File: config.mk
export PLATFORM = sky130hd
export DESIGN_NAME = bpm_top
export DESIGN_NICKNAME = d
export VERILOG_FILES = /design/src/verilog/bpm_pkg.sv /design/src/verilog/bpm_host_regs.sv /design/src/verilog/att_serial_writer.sv /design/src/verilog/afe_ctrl.sv /design/src/verilog/bpm_top.sv
export SDC_FILE = /design/constraint.sdc
export NUM_CORES = 1
export LEC_CHECK = 0
export BUFFER_PORTS_ARGS = -buffer_cell sky130_fd_sc_hd__buf_2
export CORE_UTILIZATION = 35
export CTS_CLUSTER_DIAMETER = 80
export CTS_CLUSTER_SIZE = 12
export DETAILED_ROUTE_END_ITERATION = 12
export HOLD_SLACK_MARGIN = 0.02
export PLACE_DENSITY = 0.55
export SYNTH_ARGS = -nofsm -noshare
export SYNTH_HDL_FRONTEND = slang
export SYNTH_SLANG_ARGS = --single-unit
File: constraint.sdc
create_clock -name clk -period 3.1 [get_ports clk]
set_input_delay 0.155 -clock clk [delete_from_list [all_inputs] [get_ports clk]]
set_output_delay 0.155 -clock clk [all_outputs]
set_load 0.01 [all_outputs]
File: src/verilog/bpm_pkg.sv
`default_nettype none

package bpm_pkg;

	////////////////////////////////////////
	// Host bus and register map
	////////////////////////////////////////
	localparam int bus_addr_w = 32;
	localparam int bus_data_w = 32;
	localparam int reg_w = 16;

	localparam logic [bus_addr_w-1:0] base_addr = 32'h4171_0000;

	// Byte offsets are four times the word index
	localparam logic [bus_addr_w-1:0] sr_offset       = 4 * 32'h00;
	localparam logic [bus_addr_w-1:0] cr_offset       = 4 * 32'h01;
	localparam logic [bus_addr_w-1:0] ver_offset      = 4 * 32'h02;
	localparam logic [bus_addr_w-1:0] bpm_dia_offset  = 4 * 32'h17;
	localparam logic [bus_addr_w-1:0] afe_ctrl_offset = 4 * 32'h58;
	localparam logic [bus_addr_w-1:0] vga_gain_offset = 4 * 32'h6D;

	localparam logic [bus_data_w-1:0] fpga_version = 32'd20170517;

	// Control register bits used by the front end
	localparam int cr_sma_trig_bit  = 3;	// Trigger onto the SMA pin
	localparam int cr_auto_gain_bit = 6;	// Automatic VGA gain
	localparam int cr_pickup_bit    = 13;	// Force the pickup path

	////////////////////////////////////////
	// Front end and attenuator
	////////////////////////////////////////
	localparam int gain_w = 5;
	localparam int att_w = 6;
	localparam int att_half_bit = 1;	// Cycles per att_clk phase
	localparam int att_phase_w = 4;
	localparam int att_bit_w = 3;

	// Loader FSM encodings
	localparam logic [2:0] att_st_idle    = 3'd0;
	localparam logic [2:0] att_st_shift   = 3'd1;
	localparam logic [2:0] att_st_latch   = 3'd2;
	localparam logic [2:0] att_st_ack     = 3'd3;
	localparam logic [2:0] att_st_release = 3'd4;

	// Front-end control word, raw host view or decoded fields
	typedef union packed {
		logic [reg_w-1:0] raw;
		struct packed {
			logic [1:0]        rsvd_hi;
			logic [att_w-1:0]  att;		// Step attenuator setting
			logic [2:0]        rsvd_lo;
			logic [gain_w-1:0] gain;	// Manual VGA gain
		} f;
	} afe_ctrl_word_u;

endpackage

`default_nettype wire

File: src/verilog/bpm_host_regs.sv
`timescale 1ns/1ps
`default_nettype none

module bpm_host_regs (
	input  wire                            clk,
	input  wire                            reset,
	input  wire                            bus_en,
	input  wire [3:0]                      bus_we,
	input  wire [bpm_pkg::bus_addr_w-1:0]  bus_addr,
	input  wire [bpm_pkg::bus_data_w-1:0]  bus_wr_data,
	input  wire [bpm_pkg::gain_w-1:0]      vga_gain,
	input  wire                            att_ack,
	output logic [bpm_pkg::bus_data_w-1:0] bus_rd_data,
	output logic [bpm_pkg::reg_w-1:0]      control,
	output bpm_pkg::afe_ctrl_word_u        afe_word,
	output logic                           att_req,
	output logic [bpm_pkg::att_w-1:0]      att_setting
);

	import bpm_pkg::*;

	afe_ctrl_word_u   wr_word;
	logic [reg_w-1:0] bpm_dia;
	logic [reg_w-1:0] status;
	logic             wr_en;
	logic             rd_en;
	logic             afe_wr;
	logic             att_busy;
	logic             pending;
	logic             start;

	assign wr_en = bus_en && (bus_we == 4'hF);	// Partial enables write nothing
	assign rd_en = bus_en && (bus_we == 4'h0);
	assign wr_word.raw = bus_wr_data[reg_w-1:0];
	assign afe_wr = wr_en && (bus_addr == base_addr + afe_ctrl_offset);

	assign att_busy = att_req | att_ack;
	assign status = {{(reg_w-1){1'b0}}, att_busy};

	////////////////////////////////////////
	// Writable registers
	////////////////////////////////////////
	always_ff @(posedge clk) begin
		if (reset) begin
			control <= '0;
			bpm_dia <= '0;
			afe_word <= '0;
		end else if (wr_en) begin
			case (bus_addr)
				base_addr + cr_offset:       control <= bus_wr_data[reg_w-1:0];
				base_addr + bpm_dia_offset:  bpm_dia <= bus_wr_data[reg_w-1:0];
				base_addr + afe_ctrl_offset: afe_word.raw <= wr_word.raw;
				default: ;
			endcase
		end
	end

	////////////////////////////////////////
	// Read mux, one cycle latency
	////////////////////////////////////////
	// Unmapped reads keep the last word
	always_ff @(posedge clk) begin
		if (bus_en) begin
			case (bus_addr)
				base_addr + sr_offset: begin
					// Status answers any enabled access
					bus_rd_data <= {{(bus_data_w-reg_w){1'b0}}, status};
				end
				base_addr + cr_offset: begin
					if (rd_en)
						bus_rd_data <= {{(bus_data_w-reg_w){control[reg_w-1]}}, control};
				end
				base_addr + ver_offset: begin
					if (rd_en)
						bus_rd_data <= fpga_version;
				end
				base_addr + bpm_dia_offset: begin
					if (rd_en)
						bus_rd_data <= {{(bus_data_w-reg_w){1'b0}}, bpm_dia};
				end
				base_addr + afe_ctrl_offset: begin
					if (rd_en) begin
						bus_rd_data <= {{(bus_data_w-reg_w){afe_word.raw[reg_w-1]}},
							afe_word.raw};
					end
				end
				base_addr + vga_gain_offset: begin
					if (rd_en)
						bus_rd_data <= {{(bus_data_w-gain_w){1'b0}}, vga_gain};	// Gain in use
				end
				default: ;
			endcase
		end
	end

	////////////////////////////////////////
	// Attenuator request side
	////////////////////////////////////////
	// New load only from a fully idle handshake
	assign start = (pending | afe_wr) & ~att_req & ~att_ack;

	always_ff @(posedge clk) begin
		if (reset) begin
			att_req <= 1'b0;
			pending <= 1'b0;
		end else begin
			if (start)
				att_req <= 1'b1;
			else if (att_ack)
				att_req <= 1'b0;	// Drop once the loader acknowledges

			if (start)
				pending <= 1'b0;
			else if (afe_wr)
				pending <= 1'b1;	// Writes during a transfer merge here
		end
	end

	// Held for the whole request, newest word wins
	always_ff @(posedge clk) begin
		if (start)
			att_setting <= afe_wr ? wr_word.f.att : afe_word.f.att;
	end

endmodule

`default_nettype wire

File: src/verilog/att_serial_writer.sv
`timescale 1ns/1ps
`default_nettype none

module att_serial_writer (
	input  wire                       clk,
	input  wire                       reset,
	input  wire                       att_req,
	input  wire [bpm_pkg::att_w-1:0]  att_setting,
	output logic                      att_ack,
	output logic                      att_clk,
	output logic                      att_data,
	output logic                      att_le
);

	import bpm_pkg::*;

	logic [2:0]             state;
	logic [att_w-1:0]       shreg;		// Remaining bits, MSB next
	logic [att_bit_w-1:0]   bit_cnt;
	logic [att_phase_w-1:0] half_cnt;
	logic                   phase_end;

	assign phase_end = (half_cnt == att_phase_w'(att_half_bit - 1));

	always_ff @(posedge clk) begin
		if (reset) begin
			state <= att_st_idle;
			att_ack <= 1'b0;
			att_clk <= 1'b0;
			att_data <= 1'b0;
			att_le <= 1'b0;
			bit_cnt <= '0;
			half_cnt <= '0;
		end else begin
			case (state)
				att_st_idle: begin
					if (att_req) begin
						shreg <= att_setting;
						att_data <= att_setting[att_w-1];	// First bit set up with clk low
						bit_cnt <= '0;
						half_cnt <= '0;
						state <= att_st_shift;
					end
				end
				att_st_shift: begin
					if (!phase_end) begin
						half_cnt <= half_cnt + 1'b1;
					end else begin
						half_cnt <= '0;
						if (!att_clk) begin
							att_clk <= 1'b1;	// Part samples on this edge
						end else begin
							att_clk <= 1'b0;
							if (bit_cnt == att_bit_w'(att_w - 1)) begin
								att_le <= 1'b1;
								state <= att_st_latch;
							end else begin
								bit_cnt <= bit_cnt + 1'b1;
								att_data <= shreg[att_w-2];
								shreg <= shreg << 1;
							end
						end
					end
				end
				att_st_latch: begin
					if (!phase_end) begin
						half_cnt <= half_cnt + 1'b1;
					end else begin
						half_cnt <= '0;
						att_le <= 1'b0;
						att_data <= 1'b0;
						att_ack <= 1'b1;
						state <= att_st_ack;
					end
				end
				att_st_ack: begin
					if (!att_req) begin	// Host has seen the ack
						att_ack <= 1'b0;
						state <= att_st_release;
					end
				end
				att_st_release: state <= att_st_idle;	// One idle cycle with ack low
				default: state <= att_st_idle;
			endcase
		end
	end

endmodule

`default_nettype wire

File: src/verilog/afe_ctrl.sv
`timescale 1ns/1ps
`default_nettype none

module afe_ctrl (
	input  wire                            clk,
	input  wire                            reset,
	input  wire [bpm_pkg::reg_w-1:0]       control,
	input  wire bpm_pkg::afe_ctrl_word_u   afe_word,
	input  wire [bpm_pkg::gain_w-1:0]      auto_gain,
	input  wire                            trig_in,
	input  wire                            cal_on,
	input  wire                            att_req,
	input  wire [bpm_pkg::att_w-1:0]       att_setting,
	output wire                            att_ack,
	output wire                            att_clk,
	output wire                            att_data,
	output wire                            att_le,
	output logic                           afe_pickup,
	output logic                           afe_cal,
	output logic                           sma_out,
	output logic [bpm_pkg::gain_w-1:0]     vga_gain
);

	import bpm_pkg::*;

	// Gain source select
	assign vga_gain = control[cr_auto_gain_bit] ? auto_gain : afe_word.f.gain;

	// Calibration path unless pickup is forced
	assign afe_pickup = control[cr_pickup_bit] ? 1'b1 : cal_on;
	assign afe_cal = ~afe_pickup;

	// Board has an inverting gate after this pin
	assign sma_out = control[cr_sma_trig_bit] ? ~trig_in : 1'b1;

	att_serial_writer att0 (
		.clk         (clk),
		.reset       (reset),
		.att_req     (att_req),
		.att_setting (att_setting),
		.att_ack     (att_ack),
		.att_clk     (att_clk),
		.att_data    (att_data),
		.att_le      (att_le)
	);

endmodule

`default_nettype wire

File: src/verilog/bpm_top.sv
`timescale 1ns/1ps
`default_nettype none

module bpm_top (
	input  wire                            clk,
	input  wire                            reset,
	input  wire                            bus_en,
	input  wire [3:0]                      bus_we,
	input  wire [bpm_pkg::bus_addr_w-1:0]  bus_addr,
	input  wire [bpm_pkg::bus_data_w-1:0]  bus_wr_data,
	output wire [bpm_pkg::bus_data_w-1:0]  bus_rd_data,
	input  wire                            trig_in,
	input  wire                            cal_on,
	input  wire [bpm_pkg::gain_w-1:0]      auto_gain,
	output wire                            att_clk,
	output wire                            att_data,
	output wire                            att_le,
	output wire                            afe_pickup,
	output wire                            afe_cal,
	output wire                            sma_out,
	output wire [bpm_pkg::gain_w-1:0]      vga_gain
);

	import bpm_pkg::*;

	wire [reg_w-1:0]     control;
	wire afe_ctrl_word_u afe_word;
	wire                 att_req;	// Four-phase load handshake
	wire                 att_ack;
	wire [att_w-1:0]     att_setting;

	bpm_host_regs regs0 (
		.clk         (clk),
		.reset       (reset),
		.bus_en      (bus_en),
		.bus_we      (bus_we),
		.bus_addr    (bus_addr),
		.bus_wr_data (bus_wr_data),
		.vga_gain    (vga_gain),	// Read back as actual gain
		.att_ack     (att_ack),
		.bus_rd_data (bus_rd_data),
		.control     (control),
		.afe_word    (afe_word),
		.att_req     (att_req),
		.att_setting (att_setting)
	);

	afe_ctrl afe0 (
		.clk         (clk),
		.reset       (reset),
		.control     (control),
		.afe_word    (afe_word),
		.auto_gain   (auto_gain),
		.trig_in     (trig_in),
		.cal_on      (cal_on),
		.att_req     (att_req),
		.att_setting (att_setting),
		.att_ack     (att_ack),
		.att_clk     (att_clk),
		.att_data    (att_data),
		.att_le      (att_le),
		.afe_pickup  (afe_pickup),
		.afe_cal     (afe_cal),
		.sma_out     (sma_out),
		.vga_gain    (vga_gain)
	);

endmodule

`default_nettype wire

; ---- After elaboration in Yosys (flattened, before gate mapping)
; Index checks and enable logic that the tools add are counted.
[op_classes]
n_addsub = 2
mul = 0
n_div = 0
magnitude_cmp = 0
eq_ne = 23
shifts = 0
mux = 46
bitwise = 9
n_reduce_logical = 27
[ops]
columns = operator, n
row1 = 32-bit by 31-bit == test with 1-bit output (second input constant), 6
row2 = 32-bit one-hot mux with 6 select lines, 1
row3 = 32-bit two-way mux, 5
row4 = 3-bit two-way mux, 10
row5 = 5-bit two-way mux, 5
row6 = 6-bit AND reduction, 3
row7 = 1-bit two-way mux, 15
row8 = 2-bit != test (second input constant), 7
row9 = 3-bit one-hot mux with 4 select lines, 1
row10 = 2-bit by 1-bit != test with 1-bit output (second input constant), 5
row11 = 5-bit one-hot mux with 2 select lines, 1
row12 = 2-bit AND reduction, 5
row13 = 5-bit AND reduction, 2
row14 = 2-bit nonzero test, 5
row15 = 4-bit zero test, 2
row16 = 4-bit two-way mux, 2
row17 = 4-bit one-hot mux with 2 select lines, 1
row18 = 7-bit AND reduction, 1
row19 = 3-bit by 2-bit == test with 1-bit output (second input constant), 2
row20 = 6-bit two-way mux, 1
row21 = 3-bit one-hot mux with 2 select lines, 1
row22 = 6-bit nonzero test, 1
row23 = 1-bit inverter, 5
row24 = 4-bit by 1-bit adder with 4-bit output (second input constant), 1
row25 = 13 further kinds, 19
[totals]
ff_bits = 107
latchBits = 0
ram_bits = 0
rom_bits = 0
out_inout_bits = 43
wordCells = 122
memories = 0

; ---- Logic depth before layout (Yosys ltp)
; Gate-level depths: netlist of run 1.
[depth]
word_depth = 7
ltp_mapped = 8

; ---- Hierarchy
; From an unflattened synthesis of run 1, not the netlist that was laid out.
[unflattened]
cells_unflattened = 414
area_unflattened_um2 = 4386.7
[modules_own_cells]
columns = module, instances, cells_per_inst, area_per_inst_um2, seq_area_each_um2
row1 = bpm_host_regs, 1, 291, 3234.4, 1721.7
row2 = att_serial_writer, 1, 115, 1082.3, 430.4
row3 = afe_ctrl, 1, 8, 70.1, 0.0

; ---- Least setup slack after synthesis of run 1
; Ideal clock, no wire load.
[synth_path]
path_type = input -> register
startpoint = input bus_addr[26] (netlist name)
endpoint = register regs0.bus_rd_data[0] (netlist name) (enable)
setup_ps = 399
arrival_ps = 2781
slack_ps = -80
cell_stages = 6
path_buffers = 1
cell_sequence = or4_1 -> or4_1 -> buf_2 -> nor4_1 -> o31ai_1 -> a21oi_1
[synth_between]
elab_chain_cells = 3
word_cells_on_any_way = 13
cone_classes = eq/ne (11) / reduce/logical (2)
[synth_rtl]
columns = item, line_no
row1 = "start, declared", bpm_top.sv:9  ; input wire [bpm_pkg::bus_addr_w-1:0] bus_addr,
row2 = 32-bit by 31-bit == test with 1-bit output, bpm_host_regs.sv:64  ; case (bus_addr)
row3 = 6-bit nonzero test (no line) or 2-bit by 1-bit != test with 1-bit output (tied branches), n/a
row4 = 7-bit AND reduction (no line) *, n/a
row5 = "end signal, assigned", bpm_host_regs.sv:67  ; bus_rd_data <= {{(bus_data_w-reg_w){1'b0}}, status};
row6 = "end signal, assigned", bpm_host_regs.sv:71  ; bus_rd_data <= {{(bus_data_w-reg_w){control[reg_w-1]}}, control};
row7 = "end signal, assigned", bpm_host_regs.sv:75  ; bus_rd_data <= fpga_version;
row8 = "end, declared", bpm_host_regs.sv:13  ; output logic [bpm_pkg::bus_data_w-1:0] bus_rd_data,
; Mark *: on every way between the ends. The rest lies on a longest branch, timed or not.
; A chain may end at the register's enable or synchronous reset.

; ---- Worst setup path after layout of run 1
[layout_path]
startpoint = input bus_addr[26] (netlist name)
endpoint = register regs0.bus_rd_data[12] (netlist name) (enable)
; Same word-level chain as after synthesis.

==> Implementation_results.wiki, run 1 <==
{| class="wikitable"
! Metric !! Value
|-
| Status || finished, final reports clean
|-
| Total global routing track utilization || 17.7%
|-
| Filler Cell Count || 1,255
|-
| Power Density || 469 mW/mm2
|-
| Post-Route Setup TNS || 0 ns
|-
| Aggregate routed wire length || 11,200 um
|-
| Hold Buf Count CTS || 0
|-
| Worst path bufs/invs || 2
|-
| Static Leak || 1.98 nW
|-
| Register bit count reported by yosys || 93
|-
| Total die area || 0.0132 mm2
|-
| Most Crowded Layer GR || met2
|-
| Cell repeated most along the worst path || sky130_fd_sc_hd__or4_1
|-
| Area share of the largest cell type after synthesis || 28.8%
|-
| Number of global-route vias before repair || 3,534
|-
| Number of flops mapped to enable cells by yosys || 29
|-
| Max-slew violations || 0
|-
| Main flop type after synthesis || sky130_fd_sc_hd__dfxtp_1
|-
| DIE HEIGHT || 115 um
|-
| Period utilization || 76.9%
|-
| Post-detailed-route via-to-cell ratio || 5.07
|-
| Max cap viols || 0
|-
| Wire length of the first global-routing pass || 17,800 um
|-
| Leading area contributor after synthesis || sky130_fd_sc_hd__dfxtp_1
|-
| Post-Synthesis Cells || 462
|-
| Met2 GRT Util || 28.8%
|-
| Clock Path Buffers || 2
|-
| Path type of the worst min-delay path || in -> reg
|-
| Max rail drop VDD || 0.476 mV
|-
| Detailed-route DRC error count || 0
|-
| Root buffer cell || sky130_fd_sc_hd__clkbuf_16
|-
| Cell with the biggest individual delay on the critical path || sky130_fd_sc_hd__or4_1
|-
| Total inserted antenna cells || 0
|-
| Total number of clock tree sinks || 93
|-
| Clk Latency, worst-skew pair || 0.35 ns
|-
| Async S/R FF share, synth || 0%
|-
| Type of element capturing the critical path || flip-flop
|-
| Sequential fraction of the synthesis area || 48.3%
|-
| Post-DP HPWL || 7770 um
|-
| Vias || 3,684
|-
| Post-cts sizing count || 0
|-
| Syn Nets || 544
|-
| Actual transition at the worst max-transition pin || 0.816 ns
|-
| Effective utilization at floorplan || 36.5%
|-
| Gate family responsible for the most delay along the worst path || simple AND/OR/NAND/NOR gates
|-
| Final setup vio count || 0
|-
| Violation count after the first detailed-routing iteration || 157
|-
| Initial antenna violation count || 0
|-
| Required time of the worst setup path || 3.12 ns
|-
| Rows || 40
|-
| Crit Path Category || in -> reg
|-
| Category of the worst setup path launch point || input port
|-
| Setup repair after global routing missed its margin || false
|-
| Floorplan die width || 115 um
|-
| Grt met3 use || 4.01%
|-
| Inserted Clock Buffers || 9
|-
| Area grow syn2layout || 21.4%
|-
| Peak clock frequency supported by timing || 419 MHz
|-
| Total number of nets in the final design || 636
|-
| Maximum number of pins on one net before global-route repair || 44
|-
| Core box area || 0.0122 mm2
|-
| Post-route clock skew || 0.00680 ns
|-
| Overall power of the completed layout || 2.54 mW
|-
| TritonCTS clock tree || yes
|-
| Crit-path cells || buf_2 -> or4_1 -> or4_1 -> nor4_1 -> o31ai_1 -> a21oi_2 -> buf_4
|-
| Met1 track demand over resource in global routing || 22.8%
|-
| Tightest slew margin relative to the limit || 45.6%
|-
| Top cells by area, synth || sky130_fd_sc_hd__dfxtp_1 29%, sky130_fd_sc_hd__edfxtp_1 20%, sky130_fd_sc_hd__mux2i_1 6.5%, sky130_fd_sc_hd__nor2_1 4.4%, sky130_fd_sc_hd__nand2_1 4.3%
|-
| Per-instance average area after synthesis || 9.64 um2
|-
| Clock input transition at the sequential cells of the worst setup and hold paths || 0.06 ns
|-
| Count of warnings emitted by yosys || 0
|-
| Routed len/inst || 15.4 um
|-
| Share of final-layout standard cells stronger than drive strength 1 || 28.6%
|-
| Final critical path time including I/O delays and setup || 2.38 ns
|-
| Max incr delay on CP || 0.61 ns
|-
| Utilization after layout || 44.2%
|-
| Hold violation count in the final report || 0
|-
| Synthesized cell area || 0.00445 mm2
|-
| Arrival time reported for the critical path endpoint || 2.41 ns
|-
| Total iterations of the first detailed-routing run || 4
|-
| Remaining global-route overflow || 0
|-
| Final GP Congestion || 0.794
|-
| Maximum fanout encountered on the critical timing path || 18
|-
| Library cells used by synthesis || 54
|-
| Antenna-violating nets left || 0
|-
| Number of H-tree levels || 3
|-
| Total of buffers placed on input and output ports || 104
|-
| Post CTS Setup Buffer Count || 0
|-
| Number of top-level pins || 121
|}
==> final timing paths <==
check / slack [ns] / endpoint / cells past startpoint / start
worst max-delay path: 0.72 / regs0.bus_rd_data[12] / 7 / bus_addr[26]
worst min-delay path: 0.07 / regs0.afe_word[3] / 3 / bus_wr_data[3]
worst max register to register: 0.80 / afe0.att0.shreg[4] / 4 / afe0.att0.state[0]
worst min register to register: 0.45 / regs0.bpm_dia[9] / 2 / regs0.bpm_dia[9]
==> Yosys cell counts (all sizes together) (2+ instances only) <==
cell type / n
a22oi: 20
and2: 2
or3b: 3
nor3: 11
a221o: 3
xor2: 2
or3: 3
or4b: 2
inv: 8
edfxtp: 29
buf: 21
mux2: 11
clkbuf: 19
nand3: 19
and3: 3
or4: 4
nor2b: 9
mux2i: 29
nor3b: 2
o211ai: 6
nor4b: 2
nor4: 9
a21oi: 29
a221oi: 2
nand2b: 4
nand2: 51
dfxtp: 64
ha: 4
a211oi: 4
and4: 2
o21ai: 9
nand4bb: 5
nor2: 52
nand4: 4
or2: 2
==> registers in the layout, summed over array words and instances (netlist names), 3 cells and up <==
register / count
afe0.att0.bit_cnt: 3
afe0.att0.half_cnt: 4
afe0.att0.shreg: 5
afe0.att0.state: 3
regs0.afe_word: 16
regs0.att_setting: 6
regs0.bpm_dia: 16
regs0.bus_rd_data: 18
regs0.control: 16
==> routing by layer <==
layer / up-vias / wire [um]
li1: 1844 / -
met1: 1736 / 5290
met5: - / 0
met3: 18 / 456
met2: 86 / 5240
met4: 0 / 199
==> worst min-delay path, delay by kind of cell <==
kind                   cells  cell delay [ns]
multiplexers               1             0.06
buffers and inverters      1             0.10
AND/OR/NAND/NOR            1             0.07
==> stage by stage <==
step / std cells / setup WS [ns] / hold slack, ns / area (um2)
global route: 727 / 0.566 / 0.0844 / 5400
floorplan: 462 / 0.246 / 0.302 / 4460
detailed placement: 711 / 0.338 / 0.431 / 5090
CTS: 727 / 0.713 / 0.0621 / 5400
global placement: 711 / 0.445 / 0.420 / 5090
finish: 727 / 0.715 / 0.0745 / 5400
==> cell families after synthesis <==
group                    share of synthesized area, %
AO/OA/AOI/OAI                                    12.0
AND/OR/NAND/NOR                                  23.3
multiplexers                                     9.30
adder cells (fa/ha/maj)                          1.12
XOR/XNOR                                        0.394
flip-flops                                       48.3
buffers and inverters                            5.59
==> placed cells by master (no fill, tap or decap), types with 5 or more instances in the layout <==
cell                        synthesis  layout
sky130_fd_sc_hd__buf_2              4     104
sky130_fd_sc_hd__dfxtp_1           64      64
sky130_fd_sc_hd__nor2_1            52      52
sky130_fd_sc_hd__nand2_1           51      51
sky130_fd_sc_hd__mux2i_1           29      29
sky130_fd_sc_hd__edfxtp_1          29      29
sky130_fd_sc_hd__a21oi_1           29      28
sky130_fd_sc_hd__a22oi_1           20      20
sky130_fd_sc_hd__nand3_1           19      19
sky130_fd_sc_hd__buf_4             15      17
sky130_fd_sc_hd__mux2_2            11      11
sky130_fd_sc_hd__clkbuf_16          0      10
sky130_fd_sc_hd__nor3_1             9       9
sky130_fd_sc_hd__o21ai_0            9       9
sky130_fd_sc_hd__nor2b_1            9       9
sky130_fd_sc_hd__inv_1              8       8
sky130_fd_sc_hd__nor4_1             6       6
sky130_fd_sc_hd__o211ai_1           6       6
sky130_fd_sc_hd__nand4bb_1          5       5
==> area by class of cell <==
type | count | area (um2) | share of cell area, %
Multi-Input combinational cell | 321 | 2050 | 38.0
Sequential cell | 93 | 2150 | 39.8
Inverter | 8 | 30.0 | 0.556
Clock buffer | 14 | 295 | 5.47
Clock inverter | 2 | 12.5 | 0.232
Tap cell | 168 | 210 | 3.89
Timing Repair Buffer | 121 | 648 | 12.0
==> where the power goes <==
part / internal (mW) / total [mW] / switching, mW / leakage, nW
Sequential: 1.26 / 1.27 / 0.0142 / 0.758
Combinational: 0.0628 / 0.149 / 0.0866 / 1.07
Clock: 0.657 / 1.12 / 0.459 / 0.150
No activity file was read; power rests on OpenSTA's default activity.
==> inputs of run 2 (changes only) <==
==> constraint.sdc (replaced) <==
create_clock -name clk -period 2.1 [get_ports clk]
set_input_delay 0.105 -clock clk [delete_from_list [all_inputs] [get_ports clk]]
set_output_delay 0.105 -clock clk [all_outputs]
set_load 0.01 [all_outputs]
==> run 2 against run 1 <==
Power up 49%. Hold slack worse by 0.031 ns. Worst setup slack worse by 0.58 ns. Non-clock buffer count up 27. Via count up 4.7%. Critical path depth unchanged. Sequential power up 47%.
==> Implementation_results.wiki, run 2 (same netlist as run 1, synthesis figures left out) <==
{| class="wikitable"
! Metric !! Value
|-
| Commonest non-fill, non-tap cell in the layout || sky130_fd_sc_hd__buf_2 (unchanged)
|-
| Worst-case hold slack || 0.0433 ns (was 0.0745 ns)
|-
| Worst reg-to-reg path cell count || 4 (unchanged)
|-
| Highest-count cells in the layout ignoring fill and taps || 104 x sky130_fd_sc_hd__buf_2, 64 x sky130_fd_sc_hd__dfxtp_1, 51 x sky130_fd_sc_hd__nand2_1, 51 x sky130_fd_sc_hd__nor2_1, 41 x sky130_fd_sc_hd__buf_4 (was 104 x sky130_fd_sc_hd__buf_2, 64 x sky130_fd_sc_hd__dfxtp_1, 52 x sky130_fd_sc_hd__nor2_1)
|-
| Max cap viols || 0 (unchanged)
|-
| Post-detailed-route via-to-cell ratio || 5.11 (was 5.07)
|-
| Antenna-violating nets left || 0 (unchanged)
|-
| Overall power of the completed layout || 3.77 mW (was 2.54 mW)
|-
| R2R Path End || afe0.att0.half_cnt[2] (was afe0.att0.shreg[4])
|-
| Final non-filler cell area || 0.00571 mm2 (was 0.00540 mm2)
|-
| Post-route clock skew || 0.00483 ns (was 0.00680 ns)
|-
| Category of the worst setup path launch point || input port (unchanged)
|-
| Total number of clock tree sinks || 93 (unchanged)
|-
| Hold violation count in the final report || 0 (unchanged)
|-
| Floorplan die width || 115 um (unchanged)
|-
| Status || finished, final reports clean (unchanged)
|-
| Beginning of the worst register-to-register path || afe0.att0.state[0] (unchanged)
|-
| Maximum number of pins on one net before global-route repair || 43 (was 44)
|-
| Root buffer cell || sky130_fd_sc_hd__clkbuf_16 (unchanged)
|-
| Tightest slew margin relative to the limit || 66.0% (was 45.6%)
|-
| Clock input transition at the sequential cells of the worst setup and hold paths || 0.06 ns (about the same)
|-
| Footprint of the flip-flops and latches || 0.00215 mm2 (unchanged)
|-
| Share of final-layout standard cells stronger than drive strength 1 || 32.8% (was 28.6%)
|-
| Total number of nets in the final design || 663 (was 636)
|-
| Total iterations of the first detailed-routing run || 4 (unchanged)
|-
| Total placed instance area || 0.00539 mm2 (was 0.00509 mm2)
|-
| DIE HEIGHT || 115 um (unchanged)
|-
| Area occupied by multi-input gates || 0.00211 mm2 (was 0.00205 mm2)
|-
| Rows || 40 (unchanged)
|-
| WHS Path Cells || 3 (unchanged)
|-
| Required time of the worst setup path || 2.11 ns (was 3.12 ns)
|-
| Final GP Congestion || 0.822 (was 0.794)
|-
| Max reg flops || 18 (unchanged)
|-
| Register with the most flip-flops || regs0.bus_rd_data (unchanged)
|-
| Crit Path Category || in -> reg (unchanged)
|-
| Internal power of the cells || 2.94 mW (was 1.98 mW)
|-
| Post CTS Setup Buffer Count || 0 (unchanged)
|-
| Post-DP HPWL || 8410 um (was 7770 um)
|-
| Number of top-level pins || 121 (unchanged)
|-
| Hold Buf Count CTS || 0 (unchanged)
|-
| Type of element capturing the critical path || flip-flop (unchanged)
|-
| Violation count after the first detailed-routing iteration || 195 (was 157)
|-
| Filler Cell Count || 1,211 (was 1,255)
|-
| Final critical path time including I/O delays and setup || 1.97 ns
|-
| Total global routing track utilization || 18.5% (was 17.7%)
|-
| Max-slew violations || 0 (unchanged)
|-
| Internal reg-to-reg setup slack || 0.14 ns (was 0.80 ns)
|-
| Clk Latency, worst-skew pair || 0.34 ns (was 0.35 ns)
|-
| Effective utilization at floorplan || 36.5% (unchanged)
|-
| Power Density || 661 mW/mm2 (was 469 mW/mm2)
|-
| Utilization after layout || 46.7% (was 44.2%)
|-
| Worst min-delay path startpoint || bus_wr_data[3] (unchanged)
|-
| Net switching power || 0.825 mW (was 0.559 mW)
|-
| Peak clock frequency supported by timing || 508 MHz
|-
| Worst Hold Endpoint || regs0.bpm_dia[3] (was regs0.afe_word[3])
|-
| Area grow syn2layout || 28.2% (was 21.4%)
|-
| Wire length of the first global-routing pass || 18,800 um (was 17,800 um)
|-
| Pre-CTS WS || -0.238 ns (was 0.338 ns)
|-
| Max rail drop VDD || 0.404 mV (was 0.476 mV)
|-
| Vias || 3,858 (was 3,684)
|-
| Setup repair after global routing missed its margin || false (unchanged)
|-
| Inserted Clock Buffers || 9 (unchanged)
|-
| Arrival time reported for the critical path endpoint || 1.98 ns (was 2.41 ns)
|-
| Final Worst Setup Slack || 0.131 ns (was 0.715 ns)
|-
| Core box area || 0.0122 mm2 (unchanged)
|-
| Total of buffers placed on input and output ports || 104 (unchanged)
|-
| Path type of the worst min-delay path || in -> reg (unchanged)
|-
| Routed len/inst || 15.2 um (was 15.4 um)
|-
| Number of global-route vias before repair || 3,733 (was 3,534)
|-
| Switching fraction of total power || 21.9% (was 22.1%)
|-
| Remaining global-route overflow || 0 (unchanged)
|-
| Clock power share || 43.6% (was 44.0%)
|-
| Post-cts sizing count || 0 (unchanged)
|-
| Number of H-tree levels || 3 (unchanged)
|-
| Clock Path Buffers || 2 (unchanged)
|-
| Power share of the sequential group || 49.7% (was 50.1%)
|-
| Aggregate routed wire length || 11,500 um (was 11,200 um)
|-
| Actual transition at the worst max-transition pin || 0.509 ns (was 0.816 ns)
|-
| TritonCTS clock tree || yes (unchanged)
|-
| Period utilization || 93.7%
|-
| Detailed-route DRC error count || 0 (unchanged)
|-
| Final setup vio count || 0 (unchanged)
|-
| Combinational power share || 6.7% (was 5.9%)
|-
| Maximum fanout encountered on the critical timing path || 9 (was 18)
|-
| Total die area || 0.0132 mm2 (unchanged)
|-
| Static Leak || 2.13 nW (was 1.98 nW)
|-
| Initial antenna violation count || 1 (was 0)
|}
==> run 2: area by class of cell <==
cell class              instances  share of cell area [%]
diodes                          1                  0.0439
clock buffers                  14                    5.20
clock inverters                 2                   0.219
inverters                       8                   0.526
multi-input cells             321                    37.0
flip-flops and latches         93                    37.7
well taps                     168                    3.68
repair buffers                148                    15.6
==> run 2: layer usage <==
metal  GRT usage [%]  share of wire [%]  routed length (um)
met5               0                  0                   0
met4            4.68                1.3                 146
met2            32.0                 48                5570
met1            23.5                 46                5240
met3            3.69                4.6                 525
==> run 2: stage by stage <==
| step | cells | setup TNS, ns |
|---|---|---|
| global route | 755 | 0 |
| CTS | 754 | 0 |
| detailed placement | 738 | -10.81 |
| finish | 755 | 0 |
| floorplan | 462 | -11.48 |
| global placement | 738 | -9.34 |
==> run 2: power groups by stage <==
stage | logic, mW | registers, mW | clock network, mW
floorplan | 0.124 | 1.91 | 0
global placement | 0.251 | 1.91 | 0
detailed placement | 0.254 | 1.91 | 0
CTS | 0.255 | 1.87 | 1.68
global route | 0.281 | 1.87 | 1.74
finish | 0.254 | 1.87 | 1.64
==> run 2: worst max-delay path by stage <==
stage,to,slack (ns),from
final,regs0.att_setting[4],0.13,bus_addr[26]
after global routing,afe0.att0.shreg[1],0.01,afe0.att0.state[0]
after CTS,regs0.att_setting[2],0.11,bus_addr[26]
after detailed placement,regs0.att_setting[4],-0.24,bus_addr[26]
after global placement,regs0.att_setting[3],-0.21,bus_addr[26]
after floorplan,regs0.att_setting[0],-0.34,bus_addr[26]
==> run 2: worst max-delay path, cell delays in order <==
cell,delay (ns)
sky130_fd_sc_hd__buf_2,0.09
sky130_fd_sc_hd__or4_4,0.53
sky130_fd_sc_hd__or4_4,0.51
sky130_fd_sc_hd__nor4_4,0.25
sky130_fd_sc_hd__buf_12,0.18
sky130_fd_sc_hd__nor2_4,0.04
sky130_fd_sc_hd__nor3_4,0.26
==> inputs of run 3 (changes only) <==
--- a/config.mk
+++ b/config.mk
@@ -11,7 +11,7 @@
 export CTS_CLUSTER_SIZE = 12
 export DETAILED_ROUTE_END_ITERATION = 12
 export HOLD_SLACK_MARGIN = 0.02
-export PLACE_DENSITY = 0.55
+export PLACE_DENSITY_LB_ADDON = 0.1
 export SYNTH_ARGS = -nofsm -noshare
 export SYNTH_HDL_FRONTEND = slang
 export SYNTH_SLANG_ARGS = --single-unit
==> run 3 against run 2 <==
First-iteration DRC count increased by 1.0%. Clock skew increased by 0.0041 ns. Non-clock buffer count increased by 1. Cell count unchanged.
==> Implementation_results.wiki, run 3 (same netlist as run 1, synthesis figures left out) <==
{| class="wikitable"
! Metric !! Value
|-
| Status || finished, final reports clean (unchanged)
|-
| Total inserted antenna cells || 0 (was 1)
|-
| Effective utilization at floorplan || 36.5% (unchanged)
|-
| Total global routing track utilization || 18.8% (was 18.5%)
|-
| Filler Cell Count || 1,182 (was 1,211)
|-
| Peak clock frequency supported by timing || 514 MHz (was 508 MHz)
|-
| Total iterations of the first detailed-routing run || 4 (unchanged)
|-
| Hold violation count in the final report || 0 (unchanged)
|-
| Max cap viols || 0 (unchanged)
|-
| Final critical path time including I/O delays and setup || 1.95 ns (was 1.97 ns)
|-
| Wire length of the first global-routing pass || 18,800 um (about the same)
|-
| Number of H-tree levels || 3 (unchanged)
|-
| Type of element capturing the critical path || flip-flop (unchanged)
|-
| Utilization after layout || 47.1% (was 46.7%)
|-
| Footprint of the flip-flops and latches || 0.00215 mm2 (about the same)
|-
| Commonest non-fill, non-tap cell in the layout || sky130_fd_sc_hd__buf_2 (unchanged)
|-
| Clock Path Buffers || 2 (unchanged)
|-
| Setup repair after global routing missed its margin || false (unchanged)
|-
| WHS Path Cells || 3 (unchanged)
|-
| Final setup vio count || 0 (unchanged)
|-
| Required time of the worst setup path || 2.15 ns (was 2.11 ns)
|-
| Share of final-layout standard cells stronger than drive strength 1 || 33.4% (was 32.8%)
|-
| Maximum fanout encountered on the critical timing path || 18 (was 9)
|-
| Count of placed standard cells including taps || 739 (was 738)
|-
| Internal power of the cells || 3.14 mW (was 2.94 mW)
|-
| Detailed-route DRC error count || 0 (unchanged)
|-
| Max reg flops || 18 (unchanged)
|-
| Power Density || 692 mW/mm2 (was 661 mW/mm2)
|-
| Antenna-violating nets left || 0 (unchanged)
|-
| Highest-count cells in the layout ignoring fill and taps || 104 x sky130_fd_sc_hd__buf_2, 63 x sky130_fd_sc_hd__dfxtp_1, 51 x sky130_fd_sc_hd__nand2_1, 51 x sky130_fd_sc_hd__nor2_1, 42 x sky130_fd_sc_hd__buf_4 (was 104 x sky130_fd_sc_hd__buf_2, 64 x sky130_fd_sc_hd__dfxtp_1, 51 x sky130_fd_sc_hd__nand2_1, 51 x sky130_fd_sc_hd__nor2_1, 41 x sky130_fd_sc_hd__buf_4)
|-
| Inserted Clock Buffers || 9 (unchanged)
|-
| Clock input transition at the sequential cells of the worst setup and hold paths || 0.06 ns (about the same)
|-
| Net switching power || 0.835 mW (was 0.825 mW)
|-
| Final GP Congestion || 0.800 (was 0.822)
|-
| Post-Layout Cell Count || 755 (unchanged)
|-
| Pre-CTS WS || -0.187 ns (was -0.238 ns)
|-
| Aggregate routed wire length || 11,800 um (was 11,500 um)
|-
| Post-DP HPWL || 8610 um (was 8410 um)
|-
| Actual transition at the worst max-transition pin || 0.611 ns (was 0.509 ns)
|-
| Post-detailed-route via-to-cell ratio || 5.08 (was 5.11)
|-
| Tightest slew margin relative to the limit || 59.2% (was 66.0%)
|-
| Total number of nets in the final design || 664 (was 663)
|-
| Number of global-route vias before repair || 3,590 (was 3,733)
|-
| Core box area || 0.0122 mm2 (unchanged)
|-
| Total placed instance area || 0.00540 mm2 (was 0.00539 mm2)
|-
| Switching fraction of total power || 21.0% (was 21.9%)
|-
| Post-route clock skew || 0.00895 ns (was 0.00483 ns)
|-
| Violation count after the first detailed-routing iteration || 197 (was 195)
|-
| Period utilization || 92.6% (was 93.7%)
|-
| Total number of clock tree sinks || 93 (unchanged)
|-
| Internal reg-to-reg setup slack || 0.24 ns (was 0.14 ns)
|-
| Arrival time reported for the critical path endpoint || 1.99 ns (was 1.98 ns)
|-
| Total die area || 0.0132 mm2 (unchanged)
|-
| Post-Route Setup TNS || 0 ns (unchanged)
|-
| Crit Path Category || in -> reg (unchanged)
|-
| Clock power share || 46.6% (was 43.6%)
|-
| Number of top-level pins || 121 (unchanged)
|-
| Rows || 40 (unchanged)
|-
| Clk Latency, worst-skew pair || 0.34 ns (about the same)
|-
| Path type of the worst min-delay path || in -> reg (unchanged)
|-
| DIE HEIGHT || 115 um (unchanged)
|-
| Combinational power share || 6.4% (was 6.7%)
|-
| Root buffer cell || sky130_fd_sc_hd__clkbuf_16 (unchanged)
|-
| Vias || 3,832 (was 3,858)
|-
| Floorplan die width || 115 um (unchanged)
|-
| Final Worst Setup Slack || 0.155 ns (was 0.131 ns)
|-
| Worst reg-to-reg path cell count || 6 (was 4)
|-
| Remaining global-route overflow || 0 (unchanged)
|-
| Total of buffers placed on input and output ports || 104 (unchanged)
|-
| Maximum number of pins on one net before global-route repair || 32 (was 43)
|-
| Routed len/inst || 15.6 um (was 15.2 um)
|-
| Hold Buf Count CTS || 0 (unchanged)
|-
| Area grow syn2layout || 29.2% (was 28.2%)
|-
| Overall power of the completed layout || 3.98 mW (was 3.77 mW)
|-
| Max-slew violations || 0 (unchanged)
|-
| TritonCTS clock tree || yes (unchanged)
|-
| Power share of the sequential group || 47.1% (was 49.7%)
|-
| Worst-case hold slack || 0.0328 ns (was 0.0433 ns)
|-
| Static Leak || 2.15 nW (was 2.13 nW)
|-
| Final non-filler cell area || 0.00575 mm2 (was 0.00571 mm2)
|-
| Category of the worst setup path launch point || input port (unchanged)
|-
| Max rail drop VDD || 0.651 mV (was 0.404 mV)
|-
| Area occupied by multi-input gates || 0.00212 mm2 (was 0.00211 mm2)
|-
| Register with the most flip-flops || regs0.bus_rd_data (unchanged)
|-
| Initial antenna violation count || 0 (was 1)
|}
## run 3: path summary, 6_finish.rpt
path / startpoint / endpoint
max reg2reg: afe0.att0.half_cnt[0] / afe0.att0.half_cnt[2]
max: bus_addr[26] / regs0.bus_rd_data[12]
min: bus_wr_data[7] / regs0.control[7]
min reg2reg: regs0.bpm_dia[7] / regs0.bpm_dia[7]
## run 3: power by group through the flow
stage	Sequential (mW)	Clock (mW)	Combinational, mW
floorplan	1.91	0	0.124
global placement	1.91	0	0.250
detailed placement	1.91	0	0.253
CTS	1.87	1.90	0.254
global route	1.87	1.97	0.279
finish	1.87	1.85	0.253
## run 3: cell type report
| class | count | share of cell area, % |
|---|---|---|
| Sequential cell | 93 | 37.4 |
| Multi-Input combinational cell | 321 | 36.8 |
| Timing Repair Buffer | 149 | 15.6 |
| Clock buffer | 13 | 4.89 |
| Tap cell | 168 | 3.65 |
| Clock inverter | 3 | 1.13 |
| Inverter | 8 | 0.522 |
## run 3: routing by layer
layer  global-route usage [%]  share of wire, %  up-vias
met5                        0                 0        -
met4                     5.71               1.6        0
met3                     4.69               3.8       14
met2                     32.1                48       79
met1                     23.5                46     1835
li1                         -                 -     1904
## run 3: worst max-delay path, stage by stage
cell and delay, ns:
sky130_fd_sc_hd__buf_2 0.09, sky130_fd_sc_hd__or4_4 0.52, sky130_fd_sc_hd__or4_4 0.49, sky130_fd_sc_hd__a211oi_2 0.33, sky130_fd_sc_hd__o31ai_2 0.11, sky130_fd_sc_hd__a21oi_4 0.14
sky130_fd_sc_hd__buf_12 0.18
## run 3: what timing repair did
action                                 4_1_cts  5_1_grt
gates resized for setup                      0        2
setup buffers                                0        0
endpoints found under the hold margin        0        0
setup endpoints to repair                    0        1
